<file path="src/hdl/rx_emu_pkg.sv">
package rx_emu_pkg;

    // slice organisation
    localparam int n_slices    = 16;  // total adc slices
    localparam int n_lanes     = 4;   // slices sharing one pi code
    localparam int n_pi_groups = 4;   // number of pi codes
    localparam int pi_width    = 9;
    localparam int adc_width   = 8;   // magnitude bits

    // received bit history and chunking
    localparam int hist_width  = 32;  // bit 31 is the newest bit
    localparam int chunk_width = 8;
    localparam int n_chunks    = 4;   // hist_width / chunk_width

    // channel model
    localparam int n_taps    = 8;
    localparam int tap_width = 8;
    localparam int sum_width = 10;    // signed, holds +/-188 with margin

    // tap 0 weights the newest bit of the window
    localparam logic signed [tap_width-1:0] chan_taps [n_taps] = '{
        8'sd10,
        8'sd90,
        8'sd40,
        -8'sd20,
        8'sd12,
        -8'sd8,
        8'sd5,
        -8'sd3
    };

    // coarse whole-bit delay sits in the top two bits of a pi code
    localparam int pi_delay_lsb = 7;

    // six-cycle frame
    typedef enum logic [2:0] {
        ph_chunk0,  // accumulate chunk 0, clears slice sums
        ph_chunk1,
        ph_chunk2,
        ph_chunk3,
        ph_settle,  // hold
        ph_write    // outputs register, history loads
    } frame_phase_e;

endpackage

</file>
<file path="src/hdl/adc_slice.sv">
`timescale 1ns/1ns

module adc_slice (
    input  logic                                       emu_clk,
    input  logic                                       emu_rst,
    input  logic [rx_emu_pkg::chunk_width-1:0]         chunk,      // history bits of this cycle
    input  logic [$clog2(rx_emu_pkg::n_chunks)-1:0]    chunk_idx,
    input  logic                                       acc_en,
    input  logic                                       frame_end,  // register outputs
    input  logic [rx_emu_pkg::pi_width-1:0]            pi_code,    // active code of this group
    input  logic [$clog2(rx_emu_pkg::n_slices)-1:0]    slice_idx,  // position in the slice array
    output logic                                       out_sgn,    // 1 means negative
    output logic [rx_emu_pkg::adc_width-1:0]           out_mag
);

    localparam int sum_w = rx_emu_pkg::sum_width;

    logic [1:0]              lane_ofs;   // slice position inside its pi group
    logic [1:0]              grp_idx;    // which pi group
    logic [1:0]              pi_dly;     // coarse whole-bit delay from the code
    logic [5:0]              samp_pt;    // history index of the newest tapped bit
    logic signed [sum_w-1:0] chunk_sum;  // contribution of the current chunk
    logic signed [sum_w-1:0] acc;
    logic [sum_w-1:0]        abs_sum;

    assign lane_ofs = 2'(slice_idx % rx_emu_pkg::n_lanes);
    assign grp_idx  = 2'(slice_idx / rx_emu_pkg::n_lanes);
    assign pi_dly   = pi_code[rx_emu_pkg::pi_delay_lsb +: 2];

    // p = 16 + i - d, stays within 13..31 so the whole tap window is in the history
    assign samp_pt = 6'(rx_emu_pkg::hist_width / 2)
                   + 6'(grp_idx * rx_emu_pkg::n_lanes)
                   + 6'(lane_ofs)
                   - 6'(pi_dly);

    // bit j of the chunk is history bit b = 8*chunk_idx + j
    // it meets tap k = p - b when that k is a valid tap number
    always_comb begin
        int                      bit_pos;
        int                      tap_k;
        logic signed [sum_w-1:0] tap_ext;
        chunk_sum = '0;
        for (int j = 0; j < rx_emu_pkg::chunk_width; j++) begin
            bit_pos = rx_emu_pkg::chunk_width * int'(chunk_idx) + j;
            tap_k   = int'(samp_pt) - bit_pos;
            tap_ext = '0;
            if (tap_k >= 0 && tap_k < rx_emu_pkg::n_taps) begin
                tap_ext = rx_emu_pkg::chan_taps[tap_k];  // sign extended
            end
            if (chunk[j]) begin
                chunk_sum = chunk_sum + tap_ext;  // symbol +1
            end else begin
                chunk_sum = chunk_sum - tap_ext;  // symbol -1
            end
        end
    end

    // chunk0 restarts the sum, settle and write hold it
    always_ff @(posedge emu_clk) begin
        if (emu_rst) begin
            acc <= '0;
        end else if (acc_en) begin
            if (chunk_idx == '0) begin
                acc <= chunk_sum;
            end else begin
                acc <= acc + chunk_sum;
            end
        end
    end

    assign abs_sum = acc[sum_w-1] ? sum_w'(-acc) : sum_w'(acc);

    // sign / magnitude split, held until the next frame end
    always_ff @(posedge emu_clk) begin
        if (emu_rst) begin
            out_sgn <= 1'b0;
            out_mag <= '0;
        end else if (frame_end) begin
            out_sgn <= acc[sum_w-1];
            out_mag <= abs_sum[rx_emu_pkg::adc_width-1:0];  // no clipping needed
        end
    end

    // tap table keeps |sum| <= 188, magnitude field is 8 bits
    a_mag_in_range: assert property (
        @(posedge emu_clk) disable iff (emu_rst)
        frame_end |-> (abs_sum < sum_w'(256))
    );

endmodule

</file>
<file path="config.mk">
export PLATFORM = sky130hd
export DESIGN_NAME = adc_slice
export DESIGN_NICKNAME = d
export VERILOG_FILES = /design/src/hdl/rx_emu_pkg.sv /design/src/hdl/adc_slice.sv
export SDC_FILE = /design/constraint.sdc
export NUM_CORES = 1
export LEC_CHECK = 0
export ABC_AREA = 1
export BUFFER_PORTS_ARGS = -buffer_cell sky130_fd_sc_hd__buf_2
export CAP_MARGIN = 20
export CORE_ASPECT_RATIO = 1.2
export CORE_MARGIN = 3
export CORE_UTILIZATION = 40
export DETAILED_ROUTE_END_ITERATION = 10
export MAX_ROUTING_LAYER = met4
export PLACE_DENSITY = 0.61
export SETUP_SLACK_MARGIN = 0.2
export SLEW_MARGIN = 10
export SYNTH_ARGS = -nofsm -noshare
export SYNTH_HDL_FRONTEND = slang
export SYNTH_SLANG_ARGS = --single-unit
</file>
<file path="constraint.sdc">
create_clock -name emu_clk -period 10.6 [get_ports emu_clk]
set_clock_uncertainty 0.05 [all_clocks]
set_input_delay 1.06 -clock emu_clk [delete_from_list [all_inputs] [get_ports emu_clk]]
set_output_delay 1.06 -clock emu_clk [all_outputs]
set_load 0.005 [all_outputs]
</file>
==> run_results.csv <==
group,metric,value,unit
hold_path,worstHoldEndpoint,"out_mag[7]",
worst_setup_path,crit_path_top_delay_cell,"fa_1",
floorplan,floorplan.initialDensity,41.4,%
synth,synth_top_area_share,19.8,%
synth,ys_types,48,
worst_setup_path,cp_data_required_time,10.70,ns
global_route,grt_pass1_wl,32200,µm
finish,multiInputGateArea,0.00673,mm²
detailed_routing,drc,0,
worst_setup_path,crit_fanout,4,
synth,yosys.area_share.simple,26.7,%
sta,period_needed,10.10,ns
worst_setup_path,r2r_setup_slack,8.04,ns
placed_design,io_buffers,28,
worst_setup_path,setup.worst_path.end_class,"flop",
synth,postSynth.asyncResetShare,0,%
worst_setup_path,crit_top_cell,"buf_4",
synth,syn_avg_cell_area,6.26,µm²
synth,synth_nets,1237,
hold_path,min_path_type,"reg -> reg",
floorplan,io_pins,36,
global_route,grt_use_total,20.8,%
synth,synth_fa_ha_area_share,23.3,%
floorplan,die_h,149,µm
placed_design,gp_congestion,0.923,
finish,syn2layout_area_growth,41.3,%
sta,maxSlewHeadroom,63.4,%
outcome,status,"complete, no violations",
sta,period_share,95.2,%
clock_network,cts_root_buffer,"clkbuf_16",
synth,synth_compound_area_share,19.7,%
finish,layout-drive-gt1-share,32.1,%
global_route,grt_max_degree,19,
clock_network,clk_pin_slew,0.05,ns
worst_setup_path,cp_data_arrival_time,10.20,ns
finish,nNetsFinal,1429,
worst_setup_path,crit_type,"in -> reg",
finish,seqCellArea,380,µm²
clock_network,cts_buffers,3,
floorplan,die_x,125,µm
placed_design,place_hpwl,16100,µm
sta,slew_viol_final,0,
synth,synth_top_cells_by_area,"ha_1, nand2_1, inv_1",
detailed_routing,vias,7655,
sta,fmax,0.0991,GHz
worst_setup_path,r2r.worst_path.cells,16,
floorplan,core,0.0165,mm²
synth,netlist_instances,1090,
detailed_routing,finalWirelength,20600,µm
detailed_routing,post_drt_wl_per_cell,13.8,µm
synth,yosys.area_share.xor_xnor,13.3,%
synth,synth_top_area_cell,"ha_1",
finish,utilization,58.5,%
synth,netlist_area,0.00682,mm²
detailed_routing,ant_nets,0,
clock_network,cts_tree,"yes",
clock_network,hold_buffers,0,
synth,synthMuxAreaShare,0,%
synth,ys_seq_elements,19,
synth,ys_warn_count,0,
worst_setup_path,crit_path_start_kind,"input port",
synth,seq_area_frac_synth,5.58,%
clock_network,clock_path_buffers,2,
synth,synth_top_family_by_area,"simple AND/OR/NAND/NOR gates",
finish,antennaDiodeCount,0,
floorplan,dieArea,0.0187,mm²
detailed_routing,drt_first_pass_iters,5,
sta,worst_pin_slew,0.548,ns
clock_network,clock_latency,0.25,ns
finish,fill_cells,1524,
worst_setup_path,r2r-start,"acc[0]",
hold_path,whs_path_depth,2,
detailed_routing,drt-initial-drc-count,293,
sta,setup_viol,0,
global_route,antenna_found_initial,0,
synth,synth_flop_cell,"dfxtp_1",
sta,finalHoldViolations,0,
worst_setup_path,cp_slowest_stage_delay,0.44,ns
detailed_routing,viasPerCell,5.13,
hold_path,hp-start,"out_mag[7]",
clock_network,htree_levels,1,
global_route,overflow,0,
clock_network,cts.sinks,19,
job,max_cap_violations,0,
sta,rsz0062_at_grt,"yes",
worst_setup_path,regToRegEndpoint,"acc[8]",
synth,synth-edff-count,0,
floorplan,row_count,51,
global_route,grt_pass1_vias,7453,
-- per-layer routing --
metal / up-vias / GRT usage [%] / share of wire [%]
li1: 3968 / - / -
met1: 3532 / 21.8 / 41
met2: 110 / 41.2 / 55
met3: 45 / 1.25 / 1.7
met4: 0 / 6.72 / 2.8
met5: - / - / 0
-- synth_stat cells (11+ instances only) --
| library cell | number |
|---|---|
| nand2_1 | 205 |
| inv_1 | 173 |
| ha_1 | 108 |
| a21oi_1 | 96 |
| nor2_1 | 95 |
| xor2_1 | 70 |
| nand3_1 | 64 |
| o21ai_0 | 50 |
| xnor2_1 | 32 |
| dfxtp_1 | 19 |
| nor3_1 | 18 |
| inv_2 | 13 |
| o211ai_1 | 13 |
| fa_1 | 12 |
| o21ai_1 | 12 |
| o21bai_1 | 11 |
-- worst max-delay path by stage --
| stage | start | slack [ns] | end |
|---|---|---|---|
| 5_1_grt | slice_idx[0] | -0.10 | acc[9] |
| 4_1_cts | pi_code[8] | 0.22 | acc[9] |
| 3_3_place_gp | pi_code[8] | -0.45 | acc[9] |
| 2_1_floorplan | slice_idx[0] | 0.35 | acc[9] |
| 3_5_place_dp | pi_code[8] | -0.63 | acc[9] |
| 6_report | pi_code[8] | 0.50 | acc[9] |
-- final cells by class --
class | count | share of cell area (%)
timing repair buffer | 200 | 15.3
tap | 212 | 2.75
multi-input combinational | 869 | 69.8
clock buffer | 4 | 0.818
inverter | 189 | 7.43
sequential | 19 | 3.95
-- logic make-up (layout without fill, tap and decap cells) --
family                     count (synthesis)  count (layout)
adders and majority gates                120             120
xor gates and xnor gates                 103             103
AOI/OAI and AO/OA                        230             230
and+or+nand+nor                          416             416
buffers and inverters                    202             393
DFF                                       19              19
-- stage by stage --
stage	TNS [ns]	cell area (µm²)	cells	setup slack, ns	hold slack (ns)
final	0	9640	1493	0.505	0.427
after global routing	-0.100	9640	1493	-0.100	0.474
after CTS	0	8670	1474	0.215	0.437
after detailed placement	-1.09	8190	1454	-0.628	0.420
after global placement	-0.587	8190	1454	-0.452	0.410
after floorplan	0	6820	1090	0.349	0.421
-- cells in the final DEF (no fill, tap or decap), types with 7 or more instances in the layout --
master and n:
xnor2_2 12, nand2_2 13, o21bai_1 7, a211oi_1 9
nor2_1 84, xnor2_1 19, buf_6 9, xor2_2 11
o211ai_1 13, nand3_1 57, a21oi_1 71, dfxtp_1 19
nor2_2 7, buf_2 26, o21ai_1 18, ha_4 31
inv_2 37, nor3_1 17, xor2_1 59, o21ai_2 8
nor2_4 11, nand3_2 10, a21oi_2 24, inv_1 148
nand2_1 191, o21ai_0 36, buf_4 165, ha_1 75
-- what timing repair did --
action	CTS	global route
resized for setup	59	164
endpoints found under the setup margin	5	5
pin swaps	37	111
buffers inserted	16	19
hold endpoints to repair	0	0
-- sequential cells by signal, indices dropped and copies added (netlist names) --
register	count
out_sgn	1
out_mag	8
acc	10
-- critical path, delay by kind of cell --
family / cells / cell delay, ns
fa+ha+maj: 11 / 3.02
simple gates: 12 / 1.18
buf+inv: 19 / 1.79
xor+xnor: 10 / 1.85
compound gates: 9 / 1.23
Power is left out: the tool's default activity adds up to more than one toggle a clock period on the data nets, which glitch-free logic cannot reach.
