### src/hdl/rx_emu_pkg.sv
package rx_emu_pkg;

    // slice organisation
    localparam int n_slices    = 16;  // total adc slices
    localparam int n_lanes     = 4;   // slices sharing one pi code
    localparam int n_pi_groups = 4;   // number of pi codes
    localparam int pi_width    = 9;
    localparam int adc_width   = 8;   // magnitude bits

    // received bit history and chunking
    localparam int hist_width  = 32;  // bit 31 is the newest bit
    localparam int chunk_width = 8;
    localparam int n_chunks    = 4;   // hist_width / chunk_width

    // channel model
    localparam int n_taps    = 8;
    localparam int tap_width = 8;
    localparam int sum_width = 10;    // signed, holds +/-188 with margin

    // tap 0 weights the newest bit of the window
    localparam logic signed [tap_width-1:0] chan_taps [n_taps] = '{
        8'sd10,
        8'sd90,
        8'sd40,
        -8'sd20,
        8'sd12,
        -8'sd8,
        8'sd5,
        -8'sd3
    };

    // coarse whole-bit delay sits in the top two bits of a pi code
    localparam int pi_delay_lsb = 7;

    // six-cycle frame
    typedef enum logic [2:0] {
        ph_chunk0,  // accumulate chunk 0, clears slice sums
        ph_chunk1,
        ph_chunk2,
        ph_chunk3,
        ph_settle,  // hold
        ph_write    // outputs register, history loads
    } frame_phase_e;

endpackage

### src/hdl/bit_history.sv
`timescale 1ns/1ns

module bit_history (
    input  logic                                       emu_clk,
    input  logic                                       emu_rst,
    input  logic [rx_emu_pkg::hist_width/2-1:0]        rx_bits,    // newest 16 bits of a frame
    input  logic                                       frame_end,  // load strobe
    input  logic [$clog2(rx_emu_pkg::n_chunks)-1:0]    chunk_idx,
    output logic [rx_emu_pkg::chunk_width-1:0]         chunk
);

    localparam int half_width = rx_emu_pkg::hist_width / 2;

    logic [rx_emu_pkg::hist_width-1:0] history;  // [31:16] newest word and [15:0] previous word

    // one word per frame while the previous newest half slides down
    always_ff @(posedge emu_clk) begin
        if (emu_rst) begin
            history <= '0;
        end else if (frame_end) begin
            history <= {rx_bits, history[rx_emu_pkg::hist_width-1:half_width]};
        end
    end

    // chunk n covers bits 8n .. 8n+7
    assign chunk = history[rx_emu_pkg::chunk_width*chunk_idx +: rx_emu_pkg::chunk_width];

    // loads come a full frame apart so the four chunk reads of a frame see one snapshot
    a_history_frame_stable: assert property (
        @(posedge emu_clk) disable iff (emu_rst)
        frame_end |-> !$past(frame_end, 1) && !$past(frame_end, 2) && !$past(frame_end, 3)
                      && !$past(frame_end, 4) && !$past(frame_end, 5)
    );

endmodule

### config.mk
export PLATFORM = sky130hd
export DESIGN_NAME = bit_history
export DESIGN_NICKNAME = d
export VERILOG_FILES = /design/src/hdl/rx_emu_pkg.sv /design/src/hdl/bit_history.sv
export SDC_FILE = /design/constraint.sdc
export NUM_CORES = 1
export LEC_CHECK = 0
export ABC_CLOCK_PERIOD_IN_PS = 1330
export BUFFER_PORTS_ARGS = -buffer_cell sky130_fd_sc_hd__buf_4
export CORE_MARGIN = 2
export CORE_UTILIZATION = 52
export CTS_BUF_LIST = sky130_fd_sc_hd__clkbuf_16
export DETAILED_ROUTE_END_ITERATION = 6
export PLACE_DENSITY = 0.82
export SLEW_MARGIN = 20
export SYNTH_ARGS = -nofsm -noshare
export SYNTH_HDL_FRONTEND = slang
export SYNTH_SLANG_ARGS = --single-unit
### constraint.sdc
create_clock -name emu_clk -period 1.33 [get_ports emu_clk]
set_input_delay 0.266 -clock emu_clk [delete_from_list [all_inputs] [get_ports emu_clk]]
set_output_delay 0.266 -clock emu_clk [all_outputs]
set_load 0.1 [all_outputs]
==> results of run 1 <==
[power groups by stage]
stage	clock network (uW)	logic (uW)	registers [uW]
after detailed placement	0	354	1050
after global routing	1300	470	1040
after CTS	1250	441	1030
final	1240	447	1040
after global placement	0	347	1050
after floorplan	0	278	1040
[through the flow]
stage | hold WS [ns] | cells | cell area (um2)
detailed placement | 0.482 | 163 | 1530
CTS | 0.231 | 183 | 1900
global placement | 0.467 | 163 | 1530
finish | 0.235 | 185 | 1920
global route | 0.249 | 185 | 1920
floorplan | 0.338 | 113 | 1340
[path summary, 6_finish.rpt]
kind	start	endpoint	slack, ns	cells after the start
hold / removal	rx_bits[15]	history[31]$_SDFFE_PP0P_	0.24	3
hold reg to reg	history[11]$_SDFFE_PP0P_	history[11]$_SDFFE_PP0P_	0.49	2
setup reg to reg	history[29]$_SDFFE_PP0P_	history[13]$_SDFFE_PP0P_	0.50	3
setup / recovery	history[26]$_SDFFE_PP0P_	chunk[2]	-0.22	2
[logic make-up after synthesis]
group                  Yosys count  share of synthesized area (%)
buffers and inverters            9                           4.99
AND/OR/NAND/NOR                 32                           9.05
flip-flops                      32                           48.3
multiplexers                    40                           37.7
[routing by layer]
| layer | global-route usage, % | vias to the layer above |
|---|---|---|
| met5 | 0 | - |
| met4 | 5.00 | 0 |
| met3 | 7.38 | 4 |
| met2 | 40.8 | 16 |
| met1 | 25.2 | 461 |
| li1 | - | 473 |
[area by class of cell]
class	instances	area, um2
Sequential cell	32	662
Multi-Input combinational cell	72	621
Fill cell	134	537
Timing Repair Buffer	43	435
Clock buffer	5	125
Clock inverter	3	37.5
Tap cell	30	37.5
[layout by cell type, fill, tap and decap left out]
cell,Yosys,final
buf_4,0,34
mux2i_1,32,32
nor2_1,32,32
dfxtp_2,0,17
dfxtp_1,32,15
buf_12,0,9
mux4_2,8,8
clkbuf_16,0,5
clkinv_1,0,2
bufinv_16,0,1
[worst max-delay path, cell delays in order (launching register included)]
cell and delay (ns):
dfxtp_2 0.32, mux4_2 0.51, buf_12 0.19
[what timing repair did]
item,in CTS,in global routing
hold buffers,0,0
setup buffers,12,2
endpoints found under the setup margin,8,8
gates resized for setup,38,3
==> flow_metrics.py, run 1 <==
metrics = {
    "yosys": {
        "synth_top_flop_cell": "dfxtp_1",
        "synthesis.nets": 134,
        "yosysSeqAreaShare_pct": 48.3,
        "synth_top_area_cell": "dfxtp_1",
        "yosys_warnings": 0,
        "syn_area_per_cell_um2": 11.7,
        "async_reset_ff_share_pct": 0,
        "yosys-top-cells-area": "dfxtp_1 48%, mux2i_1 24%, mux4_2 14%",
        "syn_area_um2": 1330,
        "ys_seq_elements": 32,
        "synth_cells": 113,
        "yosys.area.top_type_share_pct": 48.3,
        "synthDistinctLibCells": 8,
        "synth-edff-count": 0,
        "synth_commonest_cells": "32 x dfxtp_1, 32 x mux2i_1, 32 x nor2_1",
    },
    "sta": {
        "fmax_mhz": 644,
        "finalClockSkew_ns": 0.00732,
        "period_needed_ns": 1.55,
        "period_share_pct": 117,
        "timing.slew.headroom_pct": 79.4,
        "hold_viol_final": 0,
        "finalSetupTns_ns": -1.64,
        "rsz0062_at_grt": "true",
        "tightest_slew_ns": 0.309,
        "drv_slew": 0,
        "setup_viol": 8,
        "worst_slack_ns": -0.224,
    },
    "status": {
        "violations": "negative setup slack",
        "status": "finished with violations",
    },
    "routing": {
        "wl_met1_um": 1070,
        "ant_nets": 0,
        "dr_wl_met2_um": 1700,
        "dr.pass1.iters": 4,
        "dr_total_vias": 954,
        "top_layer_used": "met4",
        "drt-initial-drc-count": 8,
        "wl_um": 2880,
        "viasPerCell": 5.16,
        "route.detailed.drc": 0,
        "met3WireLength_um": 77,
        "wl_per_cell_um": 15.5,
    },
    "finish": {
        "final_nets": 175,
        "largest_register": "history",
        "antennaDiodeCount": 0,
        "reg_top3": "history: 32 flops",
        "area_delta_synth_final_pct": 44.5,
        "drive_above_1_share_pct": 47.7,
        "utilization_pct": 78.1,
        "largest_reg_flops": 32,
    },
    "placed_design": {
        "portBuffers": 28,
        "dp_slack_ns": -0.183,
        "finalWeightedCongestion": 0.742,
    },
    "pwr": {
        "peakVddDrop_v": 0.00174,
        "netSwitchingFraction_pct": 23.5,
        "switchingPower_uw": 641,
        "clkPwrFrac_pct": 45.6,
        "p_leak_uw": 0.000889,
        "p_total_uw": 2730,
        "pwr-share-seq_pct": 38.0,
        "pwr-share-comb_pct": 16.4,
        "intPower_uw": 2090,
        "power_density_nw_per_um2": 1420,
    },
    "global_route": {
        "grt_pass1_wl_um": 4420,
        "grtUsageTotal_pct": 22.4,
        "overflow": 0,
        "grt_antenna_before_repair": 0,
        "grt_max_degree": 33,
        "grt_pass1_vias": 960,
    },
    "die": {
        "die_y_um": 54.5,
        "rows": 18,
        "io_pins": 29,
        "die_area_um2": 2970,
        "die_w_um": 54.5,
        "start_util_pct": 54.1,
        "placeableCoreArea_um2": 2450,
    },
    "setup_path": {
        "crit_path_end_kind": "primary output",
        "cp_max_fo": 2,
        "crit_type": "flip-flop to primary output",
        "cp.arrival_ns": 1.29,
        "required_ns": 1.06,
        "start_kind": "flip-flop",
    },
    "cts": {
        "cts_tree": "built",
        "cts_buffers": 5,
        "clk_pin_slew_ns": 0.05,
        "cts_sinks": 32,
        "clk_latency_ns": 0.27,
        "cts_buffer_depth": 2,
        "clockRootBuffer": "clkbuf_16",
        "htree_levels": 2,
    },
    "run": {
        "cap_viol_max_count": 0,
    },
    "min_path": {
        "worstHoldPathType": "input port to flip-flop",
    },
}
(Power assumes the default switching activity.)
==> inputs of run 2 (changes only) <==
- RECOVER_POWER: not set -> 50
==> run 2 against run 1 <==
  * The run still ends with negative setup slack left
  * Setup slack got worse by 0.0019 ns
  * Maximum frequency decreased by 0.12%
  * Non-clock buffer count unchanged
  * Design area shrank 0.65%
  * Flip-flop and latch count did not move
  * Clock power barely moved
  * Total power fell by 0.15%
  * Critical path depth unchanged
  * Critical endpoint unchanged
==> flow_metrics.py, run 2 (synthesized netlist as in run 1, its figures left out) <==
metrics = {
    "global_route": {
        "grt_pass1_vias": 960,
        "grt_pass1_wl_um": 4420,
        "grt_antenna_before_repair": 0,
        "overflow": 0,
        "grt_max_degree": 33,
        "grtUsageTotal_pct": 22.4,
    },
    "routing": {
        "ant_nets": 0,
        "drt-initial-drc-count": 8,
        "dr.pass1.iters": 4,
        "dr_total_vias": 950,
        "route.detailed.drc": 0,
        "wl_um": 2880,
        "viasPerCell": 5.14,
        "wl_per_cell_um": 15.6,
    },
    "sta": {
        "fmax_mhz": 643,
        "setup_viol": 8,
        "period_needed_ns": 1.56,
        "rsz0062_at_grt": "true",
        "period_share_pct": 117,
        "timing.slew.headroom_pct": 61.9,
        "worst_slack_ns": -0.226,
        "tightest_slew_ns": 0.572,
        "hold_viol_final": 0,
        "drv_slew": 0,
        "finalClockSkew_ns": 0.00749,
        "finalSetupTns_ns": -1.64,
    },
    "placed_design": {
        "dp_slack_ns": -0.183,
        "finalWeightedCongestion": 0.742,
        "portBuffers": 28,
    },
    "cts": {
        "cts_sinks": 32,
        "clockRootBuffer": "clkbuf_16",
        "cts_buffer_depth": 2,
        "cts-hold-fix-buffers": 0,
        "cts_tree": "built",
        "cts_buffers": 5,
        "clk_latency_ns": 0.27,
        "clk_pin_slew_ns": 0.05,
        "htree_levels": 2,
    },
    "setup_path": {
        "reg2reg_slack_ns": 0.50,
        "crit-reg2reg-launch": "history[29]$_SDFFE_PP0P_",
        "start_kind": "flip-flop",
        "rr_endpoint": "history[13]$_SDFFE_PP0P_",
        "reg2reg_depth": 3,
        "cp.arrival_ns": 1.29,
        "crit_type": "flip-flop to primary output",
        "required_ns": 1.06,
        "cp_max_fo": 2,
        "crit_path_end_kind": "primary output",
    },
    "finish": {
        "final_nets": 175,
        "utilization_pct": 77.6,
        "largest_register": "history",
        "largest_reg_flops": 32,
        "fill_cells": 134,
        "layout_common_cells": "33 x buf_4, 32 x mux2i_1, 32 x nor2_1",
        "drive_above_1_share_pct": 47.7,
        "area_delta_synth_final_pct": 43.5,
        "antennaDiodeCount": 0,
        "reg_top3": "history: 32 flops",
        "layout_commonest_cell": "buf_4",
    },
    "run": {
        "cap_viol_max_count": 0,
    },
    "pwr": {
        "peakVddDrop_v": 0.00175,
        "p_leak_uw": 0.000884,
        "power_density_nw_per_um2": 1430,
    },
    "die": {
        "die_area_um2": 2970,
        "die_y_um": 54.5,
        "placeableCoreArea_um2": 2450,
        "start_util_pct": 54.1,
        "rows": 18,
        "io_pins": 29,
        "die_w_um": 54.5,
    },
    "status": {
        "status": "finished with violations",
        "violations": "negative setup slack",
    },
    "min_path": {
        "worstHoldPathType": "input port to flip-flop",
        "hp-start": "rx_bits[15]",
        "hold_end": "history[31]$_SDFFE_PP0P_",
        "hold_depth": 3,
    },
}
==> run 2: area by class of cell <==
class / count / area (um2) / area share [%]
Clock buffer: 5 / 125 / 6.57
Tap cell: 30 / 37.5 / 1.97
Sequential cell: 32 / 662 / 34.7
Timing Repair Buffer: 43 / 423 / 22.2
Multi-Input combinational cell: 72 / 621 / 32.6
Clock inverter: 3 / 37.5 / 1.97
==> run 2: critical path, stage by stage, from the launching register on <==
cell and delay (ns):
dfxtp_2 0.32, mux4_2 0.51, buf_12 0.19
==> run 2: worst max path at each step <==
stage	start	end	slack, ns	cells after the start
after CTS	history[31]$_SDFFE_PP0P_	chunk[7]	-0.22	2
after floorplan	chunk_idx[1]	chunk[0]	-0.08	2
final	history[26]$_SDFFE_PP0P_	chunk[2]	-0.23	2
after global routing	history[26]$_SDFFE_PP0P_	chunk[2]	-0.24	2
after detailed placement	chunk_idx[1]	chunk[7]	-0.18	3
after global placement	chunk_idx[1]	chunk[5]	-0.17	3
==> run 2: through the flow <==
stage               power (uW)  cells  hold slack, ns  area [um2]
global route              2810    185           0.250        1910
CTS                       2730    183           0.231        1900
detailed placement        1410    163           0.482        1530
floorplan                 1320    113           0.338        1340
global placement          1400    163           0.467        1530
finish                    2720    185           0.235        1910
==> run 2: what timing repair did <==
action	4_1_cts	5_1_grt
gates resized for setup	38	3
hold endpoints to repair	0	0
endpoints found under the setup margin	8	8
buffers inserted	12	2
==> run 2: where the power goes <==
part | switching (uW) | leakage [uW] | total, uW | internal, uW
registers | 25.7 | 0.000268 | 1040 | 1010
logic | 239 | 0.000536 | 443 | 204
clock network | 376 | 0.0000789 | 1240 | 868
total | 641 | 0.000884 | 2720 | 2080
==> run 2: layer usage <==
metal | global-route usage, % | vias to the layer above | routed length, um
li1 | - | 470 | -
met1 | 25.2 | 461 | 1060
met2 | 40.8 | 15 | 1720
met3 | 7.38 | 4 | 74
met4 | 5.00 | 0 | 28
met5 | 0 | - | 0
==> inputs of run 3 (changes only) <==
- PLACE_DENSITY: 0.82 -> 0.81
==> run 3 against run 2 <==
  * The run still ends with negative setup slack left
  * Non-clock buffer count shrank 3
  * Maximum frequency grew 0.61%
  * Setup slack gained 0.0094 ns
  * Utilization shrank 2.7 points
  * Register-to-register slack lost 0.04 ns
  * Critical endpoint is now chunk[0]
  * Global-route usage shrank 1.2 points
  * Clock-buffer cell count is the same
  * Die area is the same
==> flow_metrics.py, run 3 (synthesized netlist as in run 1, its figures left out) <==
metrics = {
    "pwr": {
        "peakVddDrop_v": 0.00114,
        "p_total_uw": 2500,
        "p_leak_uw": 0.000850,
        "power_density_nw_per_um2": 1360,
    },
    "cts": {
        "clk_latency_ns": 0.27,
        "cts-hold-fix-buffers": 0,
        "htree_levels": 2,
        "cts_buffers": 5,
        "clk_pin_slew_ns": 0.05,
        "cts_sinks": 32,
        "cts_buffer_depth": 2,
        "clockRootBuffer": "clkbuf_16",
        "cts_tree": "built",
    },
    "routing": {
        "route.detailed.drc": 0,
        "dr.pass1.iters": 4,
        "wl_per_cell_um": 15.3,
        "drt-initial-drc-count": 11,
        "dr_total_vias": 935,
        "viasPerCell": 5.17,
        "wl_um": 2760,
        "ant_nets": 0,
    },
    "global_route": {
        "overflow": 0,
        "grt_antenna_before_repair": 0,
        "grt_pass1_vias": 930,
        "grt_pass1_wl_um": 4230,
        "grt_max_degree": 33,
        "grtUsageTotal_pct": 21.2,
    },
    "finish": {
        "area_delta_synth_final_pct": 38.6,
        "fin_cells": 181,
        "reg_top3": "history: 32 flops",
        "layout_common_cells": "32 x mux2i_1, 32 x nor2_1, 30 x buf_4",
        "utilization_pct": 75.0,
        "drive_above_1_share_pct": 44.4,
        "antennaDiodeCount": 0,
        "final_nets": 172,
        "largest_reg_flops": 32,
        "largest_register": "history",
    },
    "sta": {
        "timing.hold.ws_ns": 0.233,
        "setup_viol": 8,
        "period_share_pct": 116,
        "timing.slew.headroom_pct": 62.4,
        "fmax_mhz": 647,
        "tightest_slew_ns": 0.564,
        "finalSetupTns_ns": -1.63,
        "worst_slack_ns": -0.216,
        "drv_slew": 0,
        "rsz0062_at_grt": "true",
        "hold_viol_final": 0,
        "period_needed_ns": 1.55,
        "finalClockSkew_ns": 0.00202,
    },
    "placed_design": {
        "dp_hpwl_um": 1500,
        "portBuffers": 28,
        "dp.cells": 163,
        "finalWeightedCongestion": 0.713,
    },
    "setup_path": {
        "reg2reg_slack_ns": 0.46,
        "crit_type": "flip-flop to primary output",
        "crit-reg2reg-launch": "history[31]$_SDFFE_PP0P_",
        "start_kind": "flip-flop",
        "cp.arrival_ns": 1.28,
        "critPathLaunch": "history[24]$_SDFFE_PP0P_",
        "required_ns": 1.06,
        "cp_max_fo": 2,
        "crit_path_end_kind": "primary output",
    },
    "min_path": {
        "worstHoldPathType": "input port to flip-flop",
        "hp-start": "rx_bits[7]",
    },
    "die": {
        "start_util_pct": 54.1,
        "die_w_um": 54.5,
        "die_area_um2": 2970,
        "io_pins": 29,
        "rows": 18,
        "placeableCoreArea_um2": 2450,
        "die_y_um": 54.5,
    },
    "run": {
        "cap_viol_max_count": 0,
    },
    "status": {
        "violations": "negative setup slack",
        "status": "finished with violations",
    },
}
-- run 3: routing by layer --
metal  share of wire (%)  wire length [um]  GRT usage [%]
met1                  41              1120           25.8
met2                  56              1540           35.7
met3                 3.3                92           4.92
met4                0.36                10           9.17
met5                   0                 0              0
-- run 3: per-stage QoR --
stage               area, um2  setup slack (ns)
floorplan                1340           -0.0798
global placement         1530            -0.168
detailed placement       1530            -0.173
CTS                      1820            -0.224
global route             1840            -0.237
finish                   1840            -0.216
-- run 3: critical path, cell delays in order, from the launching register on --
cell,delay [ns]
dfxtp_2,0.32
mux4_2,0.50
buf_12,0.19
-- run 3: what timing repair did --
action / CTS / global route
resized for setup: 30 / 6
setup endpoints to repair: 8 / 8
setup buffers: 8 / 3
hold endpoints to repair: 0 / 0
-- run 3: final timing paths --
path                                                 end  cells past startpoint
worst max-delay path                            chunk[0]                      2
worst min-delay path            history[23]$_SDFFE_PP0P_                      3
worst max register to register  history[15]$_SDFFE_PP0P_                      4
worst min register to register  history[13]$_SDFFE_PP0P_                      2
-- run 3: area by class of cell --
cell class              count  area [um2]
clock buffers               5         125
repair buffers             40         392
flip-flops and latches     32         658
clock inverters             2        7.51
fillers                   158         614
multi-input cells          72         621
well taps                  30        37.5
-- run 3: power breakdown --
part / switching [uW] / internal [uW]
registers: 26.9 / 1010
clock network: 361 / 667
logic: 234 / 195
