==> src/hdl/rx_emu_pkg.sv <==
package rx_emu_pkg;

    // slice organisation
    localparam int n_slices    = 16;  // total adc slices
    localparam int n_lanes     = 4;   // slices sharing one pi code
    localparam int n_pi_groups = 4;   // number of pi codes
    localparam int pi_width    = 9;
    localparam int adc_width   = 8;   // magnitude bits

    // received bit history and chunking
    localparam int hist_width  = 32;  // bit 31 is the newest bit
    localparam int chunk_width = 8;
    localparam int n_chunks    = 4;   // hist_width / chunk_width

    // channel model
    localparam int n_taps    = 8;
    localparam int tap_width = 8;
    localparam int sum_width = 10;    // signed, holds +/-188 with margin

    // tap 0 weights the newest bit of the window
    localparam logic signed [tap_width-1:0] chan_taps [n_taps] = '{
        8'sd10,
        8'sd90,
        8'sd40,
        -8'sd20,
        8'sd12,
        -8'sd8,
        8'sd5,
        -8'sd3
    };

    // coarse whole-bit delay sits in the top two bits of a pi code
    localparam int pi_delay_lsb = 7;

    // six-cycle frame
    typedef enum logic [2:0] {
        ph_chunk0,  // accumulate chunk 0, clears slice sums
        ph_chunk1,
        ph_chunk2,
        ph_chunk3,
        ph_settle,  // hold
        ph_write    // outputs register, history loads
    } frame_phase_e;

endpackage

==> src/hdl/frame_sequencer.sv <==
`timescale 1ns/1ns

module frame_sequencer (
    input  logic                                       emu_clk,
    input  logic                                       emu_rst,
    input  logic                                       ctl_valid,  // capture strobe for ctl_pi
    input  logic [rx_emu_pkg::pi_width-1:0]            ctl_pi [rx_emu_pkg::n_pi_groups],
    output logic [$clog2(rx_emu_pkg::n_chunks)-1:0]    chunk_idx,
    output logic                                       acc_en,     // high in chunk phases
    output logic                                       frame_end,  // high in ph_write
    output logic [rx_emu_pkg::pi_width-1:0]            pi_code [rx_emu_pkg::n_pi_groups]
);

    rx_emu_pkg::frame_phase_e phase;

    logic [rx_emu_pkg::pi_width-1:0] pi_shadow [rx_emu_pkg::n_pi_groups];  // latched ctl_pi

    // free running phase counter that wraps after ph_write
    always_ff @(posedge emu_clk) begin
        if (emu_rst) begin
            phase <= rx_emu_pkg::ph_chunk0;
        end else begin
            case (phase)
                rx_emu_pkg::ph_chunk0: phase <= rx_emu_pkg::ph_chunk1;
                rx_emu_pkg::ph_chunk1: phase <= rx_emu_pkg::ph_chunk2;
                rx_emu_pkg::ph_chunk2: phase <= rx_emu_pkg::ph_chunk3;
                rx_emu_pkg::ph_chunk3: phase <= rx_emu_pkg::ph_settle;
                rx_emu_pkg::ph_settle: phase <= rx_emu_pkg::ph_write;
                default:               phase <= rx_emu_pkg::ph_chunk0;  // ph_write
            endcase
        end
    end

    // chunk index only meaningful while accumulating
    always_comb begin
        case (phase)
            rx_emu_pkg::ph_chunk1: chunk_idx = 2'd1;
            rx_emu_pkg::ph_chunk2: chunk_idx = 2'd2;
            rx_emu_pkg::ph_chunk3: chunk_idx = 2'd3;
            default:               chunk_idx = 2'd0;
        endcase
    end

    assign acc_en    = (phase == rx_emu_pkg::ph_chunk0) ||
                       (phase == rx_emu_pkg::ph_chunk1) ||
                       (phase == rx_emu_pkg::ph_chunk2) ||
                       (phase == rx_emu_pkg::ph_chunk3);
    assign frame_end = (phase == rx_emu_pkg::ph_write);

    // shadow takes any valid write and the active copy moves only at a frame boundary
    // so a frame never sees two different codes
    always_ff @(posedge emu_clk) begin
        if (emu_rst) begin
            pi_shadow <= '{default: '0};
            pi_code   <= '{default: '0};
        end else begin
            if (ctl_valid) begin
                pi_shadow <= ctl_pi;
            end
            if (frame_end) begin
                pi_code <= pi_shadow;  // old shadow if ctl_valid hits the same edge
            end
        end
    end

    // slices rely on the next frame starting with a clearing chunk0
    a_write_then_chunk0: assert property (
        @(posedge emu_clk) disable iff (emu_rst)
        frame_end |=> (phase == rx_emu_pkg::ph_chunk0) && acc_en && (chunk_idx == 2'd0)
    );

endmodule

==> config.mk <==
export PLATFORM = sky130hd
export DESIGN_NAME = frame_sequencer
export DESIGN_NICKNAME = d
export VERILOG_FILES = /design/src/hdl/rx_emu_pkg.sv /design/src/hdl/frame_sequencer.sv
export SDC_FILE = /design/constraint.sdc
export NUM_CORES = 1
export LEC_CHECK = 0
export BUFFER_PORTS_ARGS = -buffer_cell sky130_fd_sc_hd__buf_4
export CAP_MARGIN = 5
export CORE_UTILIZATION = 50
export DETAILED_ROUTE_END_ITERATION = 10
export GPL_TIMING_DRIVEN = 0
export PLACE_DENSITY = 0.76
export REMOVE_ABC_BUFFERS = 1
export SYNTH_ARGS = -nofsm -noshare
export SYNTH_HDL_FRONTEND = slang
export SYNTH_SLANG_ARGS = --single-unit
==> constraint.sdc <==
create_clock -name emu_clk -period 1.2 [get_ports emu_clk]
set_input_delay 0.12 -clock emu_clk [delete_from_list [all_inputs] [get_ports emu_clk]]
set_output_delay 0.12 -clock emu_clk [all_outputs]
set_load 0.02 [all_outputs]
==> results of run 1 <==
## what timing repair did
action	in CTS	in global routing
buffers inserted	5	0
cloned	0	1
resized for setup	9	2
pin swaps	1	0
hold buffers	0	0
endpoints found under the setup margin	38	39
## state kept, by name, summed over array words and instances (netlist names)
| signal | flops |
|---|---|
| phase | 3 |
| pi_code | 36 |
| pi_shadow | 36 |
## cell families (layout without fill, tap and decap cells)
logic type | count (synthesis) | count (layout)
buf+inv | 21 | 102
mux | 72 | 72
flops | 75 | 75
xor+xnor | 1 | 1
simple gates | 114 | 114
compound gates | 2 | 2
## per-layer routing
| metal | vias up | part of all wire, % | global-route usage, % | wire [µm] |
|---|---|---|---|---|
| li1 | 1076 | - | - | - |
| met1 | 932 | 47 | 22.3 | 2630 |
| met2 | 57 | 46 | 30.0 | 2590 |
| met3 | 8 | 5.7 | 5.03 | 319 |
| met4 | 0 | 1.4 | 9.11 | 80 |
| met5 | - | 0 | 0 | 0 |
## stage by stage
step,instance area [µm²],worst slack (ns),util [%],hold WS (ns)
3_5_place_dp,3570,-0.460,62.9,0.363
4_1_cts,3840,-0.119,67.7,0.00190
6_report,3870,-0.104,68.2,0.0187
5_1_grt,3870,-0.148,68.2,0.00121
2_1_floorplan,2880,-0.989,-,0.189
3_3_place_gp,3550,-1.53,62.6,0.353
## power breakdown
part | internal, mW | total [mW] | switching (mW)
combinational | 0.249 | 0.437 | 0.189
clock | 1.01 | 1.91 | 0.901
sequential | 2.57 | 2.62 | 0.0458
total | 3.83 | 4.97 | 1.14
## worst min-delay path: cells and delay by family
kind	cells	cell delay [ns]
AND/OR/NAND/NOR	1	0.07
multiplexers	1	0.05
buffers and inverters	1	0.08
## how the worst max path moves through the flow
stage | start | to | slack (ns)
3_5_place_dp | phase[2] | frame_end | -0.46
6_report | phase[1] | frame_end | -0.10
4_1_cts | phase[1] | frame_end | -0.12
3_3_place_gp | phase[2] | frame_end | -1.53
2_1_floorplan | phase[2] | pi_code[0] | -0.99
5_1_grt | phase[2] | frame_end | -0.15
## cell type report
cell class	instances	area [µm²]	share of cell area (%)
clock buffer	11	141	3.65
sequential	75	1510	39.0
tap	72	90.1	2.33
inverter	1	3.75	0.0970
clock inverter	5	52.6	1.36
multi-input combinational	189	1370	35.5
timing repair buffer	85	699	18.1
## synthesized netlist by cell type
| master | instances | share of area [%] |
|---|---|---|
| nor2_1 | 36 | 4.5 |
| inv_1 | 1 | 0.12 |
| nor2b_1 | 2 | 0.41 |
| a21oi_1 | 1 | 0.17 |
| a211oi_1 | 1 | 0.25 |
| mux2i_1 | 72 | 24 |
| nand3b_1 | 1 | 0.25 |
| nor3_1 | 1 | 0.17 |
| buf_12 | 3 | 2.0 |
| dfxtp_1 | 75 | 50 |
| buf_2 | 6 | 0.99 |
| xnor2_1 | 1 | 0.29 |
| buf_4 | 3 | 0.74 |
| buf_6 | 1 | 0.37 |
| clkbuf_1 | 7 | 0.87 |
| nand2b_1 | 72 | 15 |
| and3b_1 | 1 | 0.29 |
| or3b_2 | 1 | 0.29 |
==> metrics.csv, run 1 <==
metric,value,unit
DP Cell Count,416,
Ports,79,
Leak,1.63,nW
CP Max Fanout,2,
synthesized area per cell,10.6,µm²
"CTS clk-pin slew, worst paths",0.08,ns
Antenna diodes,0,
Critical Path Max Stage Delay,0.34,ns
CTS Sinks,75,
post-route antenna net violation count,0,
status,"complete, but fails checks",
CP top delay family,flip-flops,
CTS tree,built,
Final Hold Vio Count,0,
grt ovf,0,
Root Driver,clkbuf_8,
worst r2r dst,pi_code[7],
1st-pass router iterations,4,
Vias/cell,4.73,
Post-Syn Area,3030,µm²
Worst EP required,1.08,ns
startpoint types,flop,
WL per Instance,12.8,µm
GP Congestion,0.662,
Non-Filler Instances,438,
"FF+latch count, synth",75,
power density over cell area,1280,nW/µm²
Total GRT Usage,18.4,%
most frequent cells in the layout,"buf_4, nand2b_1, mux2i_1, dfxtp_1, nor2_1",
hold depth,3,
Tcrit/Tclk final,109,%
Worst EP arrival,1.18,ns
die footprint,6370,µm²
aggregate routed wire length,5620,µm
violated checks,setup timing,
core footprint,5680,µm²
Finish-stage setup viols,22,
Post-Synthesis Cells,285,
Post-Synth Adder-Cell Area,0,%
Hold Startpoint,ctl_pi[9],
share of layout cells above drive strength 1,28.7,%
critical path class,reg -> out,
Ys Warns,0,
Critical R2R Launch,phase[1],
RSZ-0062 raised after global routing,yes,
critical-path cell list,and3b_4 > buf_12 > buf_8,
clk buf depth,2,
Critical-path top delay cell,dfxtp_4,
stages on the worst setup path,3,
total power,4.97,mW
CTS buffer count,9,
"commonest non-fill, non-tap cell in the layout",buf_4,
Clock Latency Late Sink,0.34,ns
DRC,0,
compound-cell area share of the yosys netlist,0.414,%
first-pass GRT wire length,8930,µm
sequential fraction of the synthesis area,49.6,%
Worst Skew,0.00828,ns
Nets,400,
Max IR drop VDD,0.000759,V
Initial Util,53.3,%
Layout Area Growth over Synthesis,28.0,%
Tmin final,1.30,ns
post-route worst setup slack,-0.104,ns
CP endpoint kind,output port,
via count,2073,
synth unique cells,18,
hpwl dp,3320,µm
R2R depth,5,
Hold Path Class,in -> reg,
Rel. slew slack,44.0,%
Fillers,433,
# port buffers,78,
std cell rows,27,
xor and xnor area share after synthesis,0.289,%
initial antenna violation count,0,
worst-margin pin slew,0.839,ns
max-cap violations,0,
CP bufs+invs,2,
post-synthesis mux area share,23.8,%
Max Slew Vio Count,0,
r2r setup slk,-0.08,ns
simple-gate share of the synthesized area,20.8,%
largest family of logic cells by synthesized area,multiplexers,
H-tree levels,3,
hold endpoint,pi_shadow[9],
initial DRC count,96,
largest net degree at the start of global routing,112,
vias in the first global route,1983,
Die W,79.8,µm
Sum Neg Setup Slack,-1.17,ns
f_max,0.767,GHz
Die Y,79.8,µm
No activity file was read; power rests on OpenSTA's default activity.
==> inputs of run 2 (changes only) <==
Settings changed: MAX_ROUTING_LAYER set to met4.
==> run 2 against run 1 <==
Net effect:
- the run still ends with setup timing left
- sequential share of layout area is the same
- routed wire length is 0.44% lower
- combinational power barely moved
- non-clock buffer count did not move
- first-iteration DRC count shrank 3.1%
- setup slack better by 0.00088 ns
- fmax about the same
- critical path depth stayed put
- worst hold slack better by 0.0017 ns
- critical endpoint unchanged
- highest routed layer unchanged
- core utilization unchanged
- clock power hardly changed
==> metrics.csv, run 2 (synthesis gave the netlist of run 1 again) <==
metric,value,unit,change
startpoint types,flop,,
Hold Path Class,in -> reg,,
die footprint,6370,µm²,unchanged
Final Hold Vio Count,0,,unchanged
critical path class,reg -> out,,
Die Y,79.8,µm,unchanged
H-tree levels,3,,unchanged
Tcrit/Tclk final,109,%,about the same
Total GRT Usage,18.9,%,+0.51 points
power density over cell area,1280,nW/µm²,-0.12%
f_max,0.767,GHz,about the same
post-route worst setup slack,-0.104,ns,+0.000877 ns
Worst Skew,0.00834,ns,+0.0000630 ns
vias in the first global route,1981,,-0.10%
Leak,1.63,nW,unchanged
Finish-stage setup viols,22,,unchanged
Initial Util,53.3,%,unchanged
Max Slew Vio Count,0,,unchanged
CTS Sinks,75,,unchanged
CTS buffer count,9,,unchanged
violated checks,setup timing,,
# port buffers,78,,unchanged
largest net degree at the start of global routing,112,,unchanged
Rel. slew slack,43.8,%,-0.23 points
met3 Use GR,4.57,%,-0.46 points
Antenna diodes,0,,unchanged
Sequential cell area,1510,µm²,unchanged
Max IR drop VDD,0.000758,V,-0.15%
WL per Instance,12.8,µm,-0.44%
Ports,79,,unchanged
Tmin final,1.30,ns,-0.000877 ns
CTS tree,built,,
Root Driver,clkbuf_8,,
most frequent cells in the layout,"buf_4, nand2b_1, mux2i_1, dfxtp_1, nor2_1",,
Layout Area Growth over Synthesis,28.0,%,unchanged
Hold Startpoint,ctl_pi[26],,
Sum Neg Setup Slack,-1.18,ns,-0.00874 ns
CP endpoint kind,output port,,
Die W,79.8,µm,unchanged
Clock Latency Late Sink,0.34,ns,about the same
via count,2076,,+0.14%
grt ovf,0,,unchanged
Critical Path Max Stage Delay,0.34,ns,about the same
DP Cell Count,416,,unchanged
Fillers,433,,unchanged
GP Congestion,0.668,,+0.94%
"CTS clk-pin slew, worst paths",0.08,ns,about the same
CP Max Fanout,2,,unchanged
Critical-path top delay cell,dfxtp_4,,
initial antenna violation count,0,,unchanged
1st-pass router iterations,4,,unchanged
initial DRC count,93,,-3.1%
post-route antenna net violation count,0,,unchanged
first-pass GRT wire length,8920,µm,about the same
CP bufs+invs,2,,unchanged
"commonest non-fill, non-tap cell in the layout",buf_4,,
GR Layer Usage met1,22.6,%,+0.29 points
Multi-input gate area,1370,µm²,unchanged
std cell rows,27,,unchanged
hpwl dp,3320,µm,unchanged
worst-margin pin slew,0.843,ns,+0.00345 ns
RSZ-0062 raised after global routing,yes,,
critical path launch point,phase[1],,
status,"complete, but fails checks",,
critical-path cell list,and3b_4 > buf_12 > buf_8,,
core footprint,5680,µm²,unchanged
total power,4.96,mW,-0.12%
Worst EP required,1.08,ns,about the same
max-cap violations,0,,unchanged
aggregate routed wire length,5600,µm,-0.44%
Largest regs,"pi_code x36, pi_shadow x36, phase x3",,
CP top delay family,flip-flops,,
grt met2 use,30.0,%,unchanged
Worst EP arrival,1.18,ns,about the same
Nets,400,,unchanged
clk buf depth,2,,unchanged
Vias/cell,4.74,,+0.14%
GRT Max-Usage Layer,met2,,
DRC,0,,unchanged
Critical R2R Launch,phase[1],,
Non-Filler Instances,438,,unchanged
share of layout cells above drive strength 1,28.7,%,unchanged
## run 2: power breakdown
part	leakage, nW	total [mW]	switching, mW	internal [mW]
logic	0.913	0.437	0.189	0.249
clock network	0.0991	1.90	0.896	1.01
registers	0.614	2.62	0.0457	2.57
## run 2: per-stage QoR
| stage | worst slack (ns) | hold WS, ns | utilization [%] | area (µm²) |
|---|---|---|---|---|
| after CTS | -0.119 | 0.00190 | 67.7 | 3840 |
| after global placement | -1.53 | 0.353 | 62.6 | 3550 |
| final | -0.104 | 0.0204 | 68.2 | 3870 |
| after floorplan | -0.989 | 0.189 | - | 2880 |
| after global routing | -0.148 | 0.00122 | 68.2 | 3870 |
| after detailed placement | -0.460 | 0.363 | 62.9 | 3570 |
## run 2: final timing paths
kind	to	slack, ns	cells after the start
worst max-delay path	frame_end	-0.10	3
worst min register to register	phase[0]	0.46	1
worst min-delay path	pi_shadow[26]	0.02	3
worst max register to register	pi_code[7]	-0.08	5
## run 2: worst min-delay path, stage by stage
cell     delay, ns
buf_4         0.08
mux2i_1       0.05
nor2_1        0.07
## run 2: per-layer routing
metal	up-vias	wire, µm
met1	931	2630
met4	0	78
met3	8	298
li1	1078	-
met5	-	0
met2	59	2600
## run 2: layout make-up
cell class,count,area share (%)
Sequential cell,75,39.0
Multi-Input combinational cell,189,35.5
Clock buffer,11,3.65
Timing Repair Buffer,85,18.1
Clock inverter,5,1.36
Tap cell,72,2.33
Inverter,1,0.0970
## run 2: timing repair
item,CTS,global route
pin swaps,1,0
hold endpoints to repair,0,0
hold buffers,0,0
buffers inserted,5,0
resized for setup,9,2
gates cloned,0,1
setup endpoints to repair,38,39
==> inputs of run 3 (changes only) <==
--- a/config.mk
+++ b/config.mk
@@ -9,2 +9,3 @@
 export CAP_MARGIN = 5
+export CORE_MARGIN = 5
 export CORE_UTILIZATION = 50
==> constraint.sdc (replaced) <==
create_clock -name emu_clk -period 1.2 [get_ports emu_clk]
set_input_delay 0.18 -clock emu_clk [delete_from_list [all_inputs] [get_ports emu_clk]]
set_output_delay 0.18 -clock emu_clk [all_outputs]
set_load 0.02 [all_outputs]
==> run 3 against run 2 <==
Net effect:
- the run still ends with setup timing left
- critical path depth fell by 1
- die area grew 21%
- critical endpoint unchanged
- final area rose by 2.9%
- clock skew grew 0.00067 ns
==> metrics.csv, run 3 (synthesis gave the netlist of run 1 again) <==
metric,value,unit,change
violated checks,setup timing,,
"worst slack, placed",-0.298,ns,+0.162 ns
status,"complete, but fails checks",,
via count,2151,,+3.6%
1st-pass router iterations,4,,unchanged
hold depth,3,,unchanged
f_max,0.775,GHz,+0.98%
post-layout instance area,3980,µm²,+2.9%
clk buf depth,2,,unchanged
Die Y,87.8,µm,+10%
Antenna diodes,0,,unchanged
CTS buffer count,9,,unchanged
Worst Skew,0.00902,ns,+0.000673 ns
worst-margin pin slew,0.825,ns,-0.0181 ns
aggregate routed wire length,6040,µm,+7.9%
total power,5.39,mW,+8.6%
initial antenna violation count,0,,unchanged
Non-Filler Instances,444,,+1.4%
std cell rows,28,,+3.7%
R2R depth,4,,-1
CP endpoint kind,output port,,
critical path class,reg -> out,,
CP top delay family,flip-flops,,
Nets,403,,+0.75%
GP Congestion,0.682,,+2.1%
RSZ-0062 raised after global routing,yes,,
largest net degree at the start of global routing,112,,unchanged
"CTS clk-pin slew, worst paths",0.08,ns,about the same
Post-CTS Hold Fix Bufs,0,,unchanged
startpoint types,flop,,
Tmin final,1.29,ns,-0.0126 ns
CP bufs+invs,1,,-1
Rel. slew slack,45.0,%,+1.2 points
Leak,1.68,nW,+3.4%
Tcrit/Tclk final,108,%,-1.1 points
Finish-stage setup viols,36,,+64%
Critical-path top delay cell,dfxtp_4,,
CTS tree,built,,
Clock Latency Late Sink,0.34,ns,about the same
post-route worst setup slack,-0.0909,ns,+0.0126 ns
stages on the worst setup path,2,,-1
Hold Path Class,in -> reg,,
power density over cell area,1350,nW/µm²,+5.6%
Vias/cell,4.84,,+2.2%
Worst EP required,1.02,ns,-0.06 ns
core footprint,5890,µm²,+3.7%
"Core Util, Final",67.7,%,-0.54 points
die footprint,7710,µm²,+21%
first-pass GRT wire length,9520,µm,+6.7%
Max IR drop VDD,0.000792,V,+4.5%
Layout Area Growth over Synthesis,31.6,%,
most frequent cells in the layout,"buf_4, nand2b_1, dfxtp_1",,
# port buffers,78,,unchanged
grt ovf,0,,unchanged
CTS Sinks,75,,unchanged
Ports,79,,unchanged
placed cell areas,3580,µm²,+0.10%
post-route antenna net violation count,0,,unchanged
CP Max Fanout,3,,+1
Critical Path Max Stage Delay,0.34,ns,about the same
DP Cell Count,419,,+0.72%
Die W,87.8,µm,+10%
DRC,0,,unchanged
hpwl dp,3580,µm,+7.9%
Worst EP arrival,1.11,ns,-0.07 ns
Initial Util,51.4,%,-1.9 points
H-tree levels,3,,unchanged
Final Hold Vio Count,0,,unchanged
max-cap violations,0,,unchanged
WL per Instance,13.6,µm,+6.5%
Max Slew Vio Count,0,,unchanged
share of layout cells above drive strength 1,29.8,%,+1.1 points
initial DRC count,66,,-29%
Root Driver,clkbuf_8,,
Total GRT Usage,16.4,%,-2.5 points
Largest regs,"pi_code x36, pi_shadow x36, phase x3",,
"commonest non-fill, non-tap cell in the layout",buf_4,,
critical-path cell list,and3b_4 > buf_6,,
Fillers,475,,+9.7%
vias in the first global route,2069,,+4.4%
-- run 3: worst paths after layout --
check	from	to	slack, ns
setup / recovery	phase[1]	frame_end	-0.09
hold reg to reg	phase[0]	phase[0]	0.46
hold / removal	ctl_pi[20]	pi_shadow[20]	0.08
setup reg to reg	phase[1]	pi_code[17]	-0.08
-- run 3: worst reg2reg max path: stages (launching register included) --
cell and delay, ns:
dfxtp_4 0.34, and3b_4 0.31, buf_6 0.17, clkbuf_16 0.19, mux2i_1 0.19
-- run 3: power by group --
part	leakage [nW]	total, mW	internal [mW]	switching, mW
logic	0.943	0.455	0.262	0.192
clock network	0.123	2.31	1.43	0.882
registers	0.614	2.62	2.57	0.0471
total	1.68	5.39	4.27	1.12
-- run 3: metrics by stage --
stage | TNS, ns | hold slack [ns]
after global routing | -3.21 | 0.0776
final | -1.43 | 0.0759
after detailed placement | -7.98 | 0.421
after floorplan | -36.40 | 0.249
after CTS | -1.96 | 0.0610
after global placement | -54.03 | 0.413
-- run 3: what timing repair did --
| action | in CTS | in global routing |
|---|---|---|
| setup endpoints to repair | 40 | 38 |
| setup buffers | 5 | 1 |
| gates resized for setup | 8 | 7 |
| gates cloned | 1 | 2 |
| pin swaps | 2 | 0 |
-- run 3: cell type report --
| class | instances | area, µm² | area share (%) |
|---|---|---|---|
| Multi-Input combinational cell | 189 | 1390 | 34.8 |
| Clock inverter | 5 | 100 | 2.51 |
| Sequential cell | 75 | 1510 | 38.0 |
| Timing Repair Buffer | 88 | 743 | 18.7 |
| Tap cell | 75 | 93.8 | 2.36 |
| Clock buffer | 11 | 141 | 3.55 |
| Inverter | 1 | 3.75 | 0.0943 |
-- run 3: routing by layer --
layer | GRT usage [%] | wire length (µm) | up-vias
li1 | - | - | 1091
met5 | - | 0 | -
met1 | 20.7 | 2860 | 993
met3 | 3.95 | 421 | 8
met4 | 7.11 | 84 | 0
met2 | 25.1 | 2670 | 59
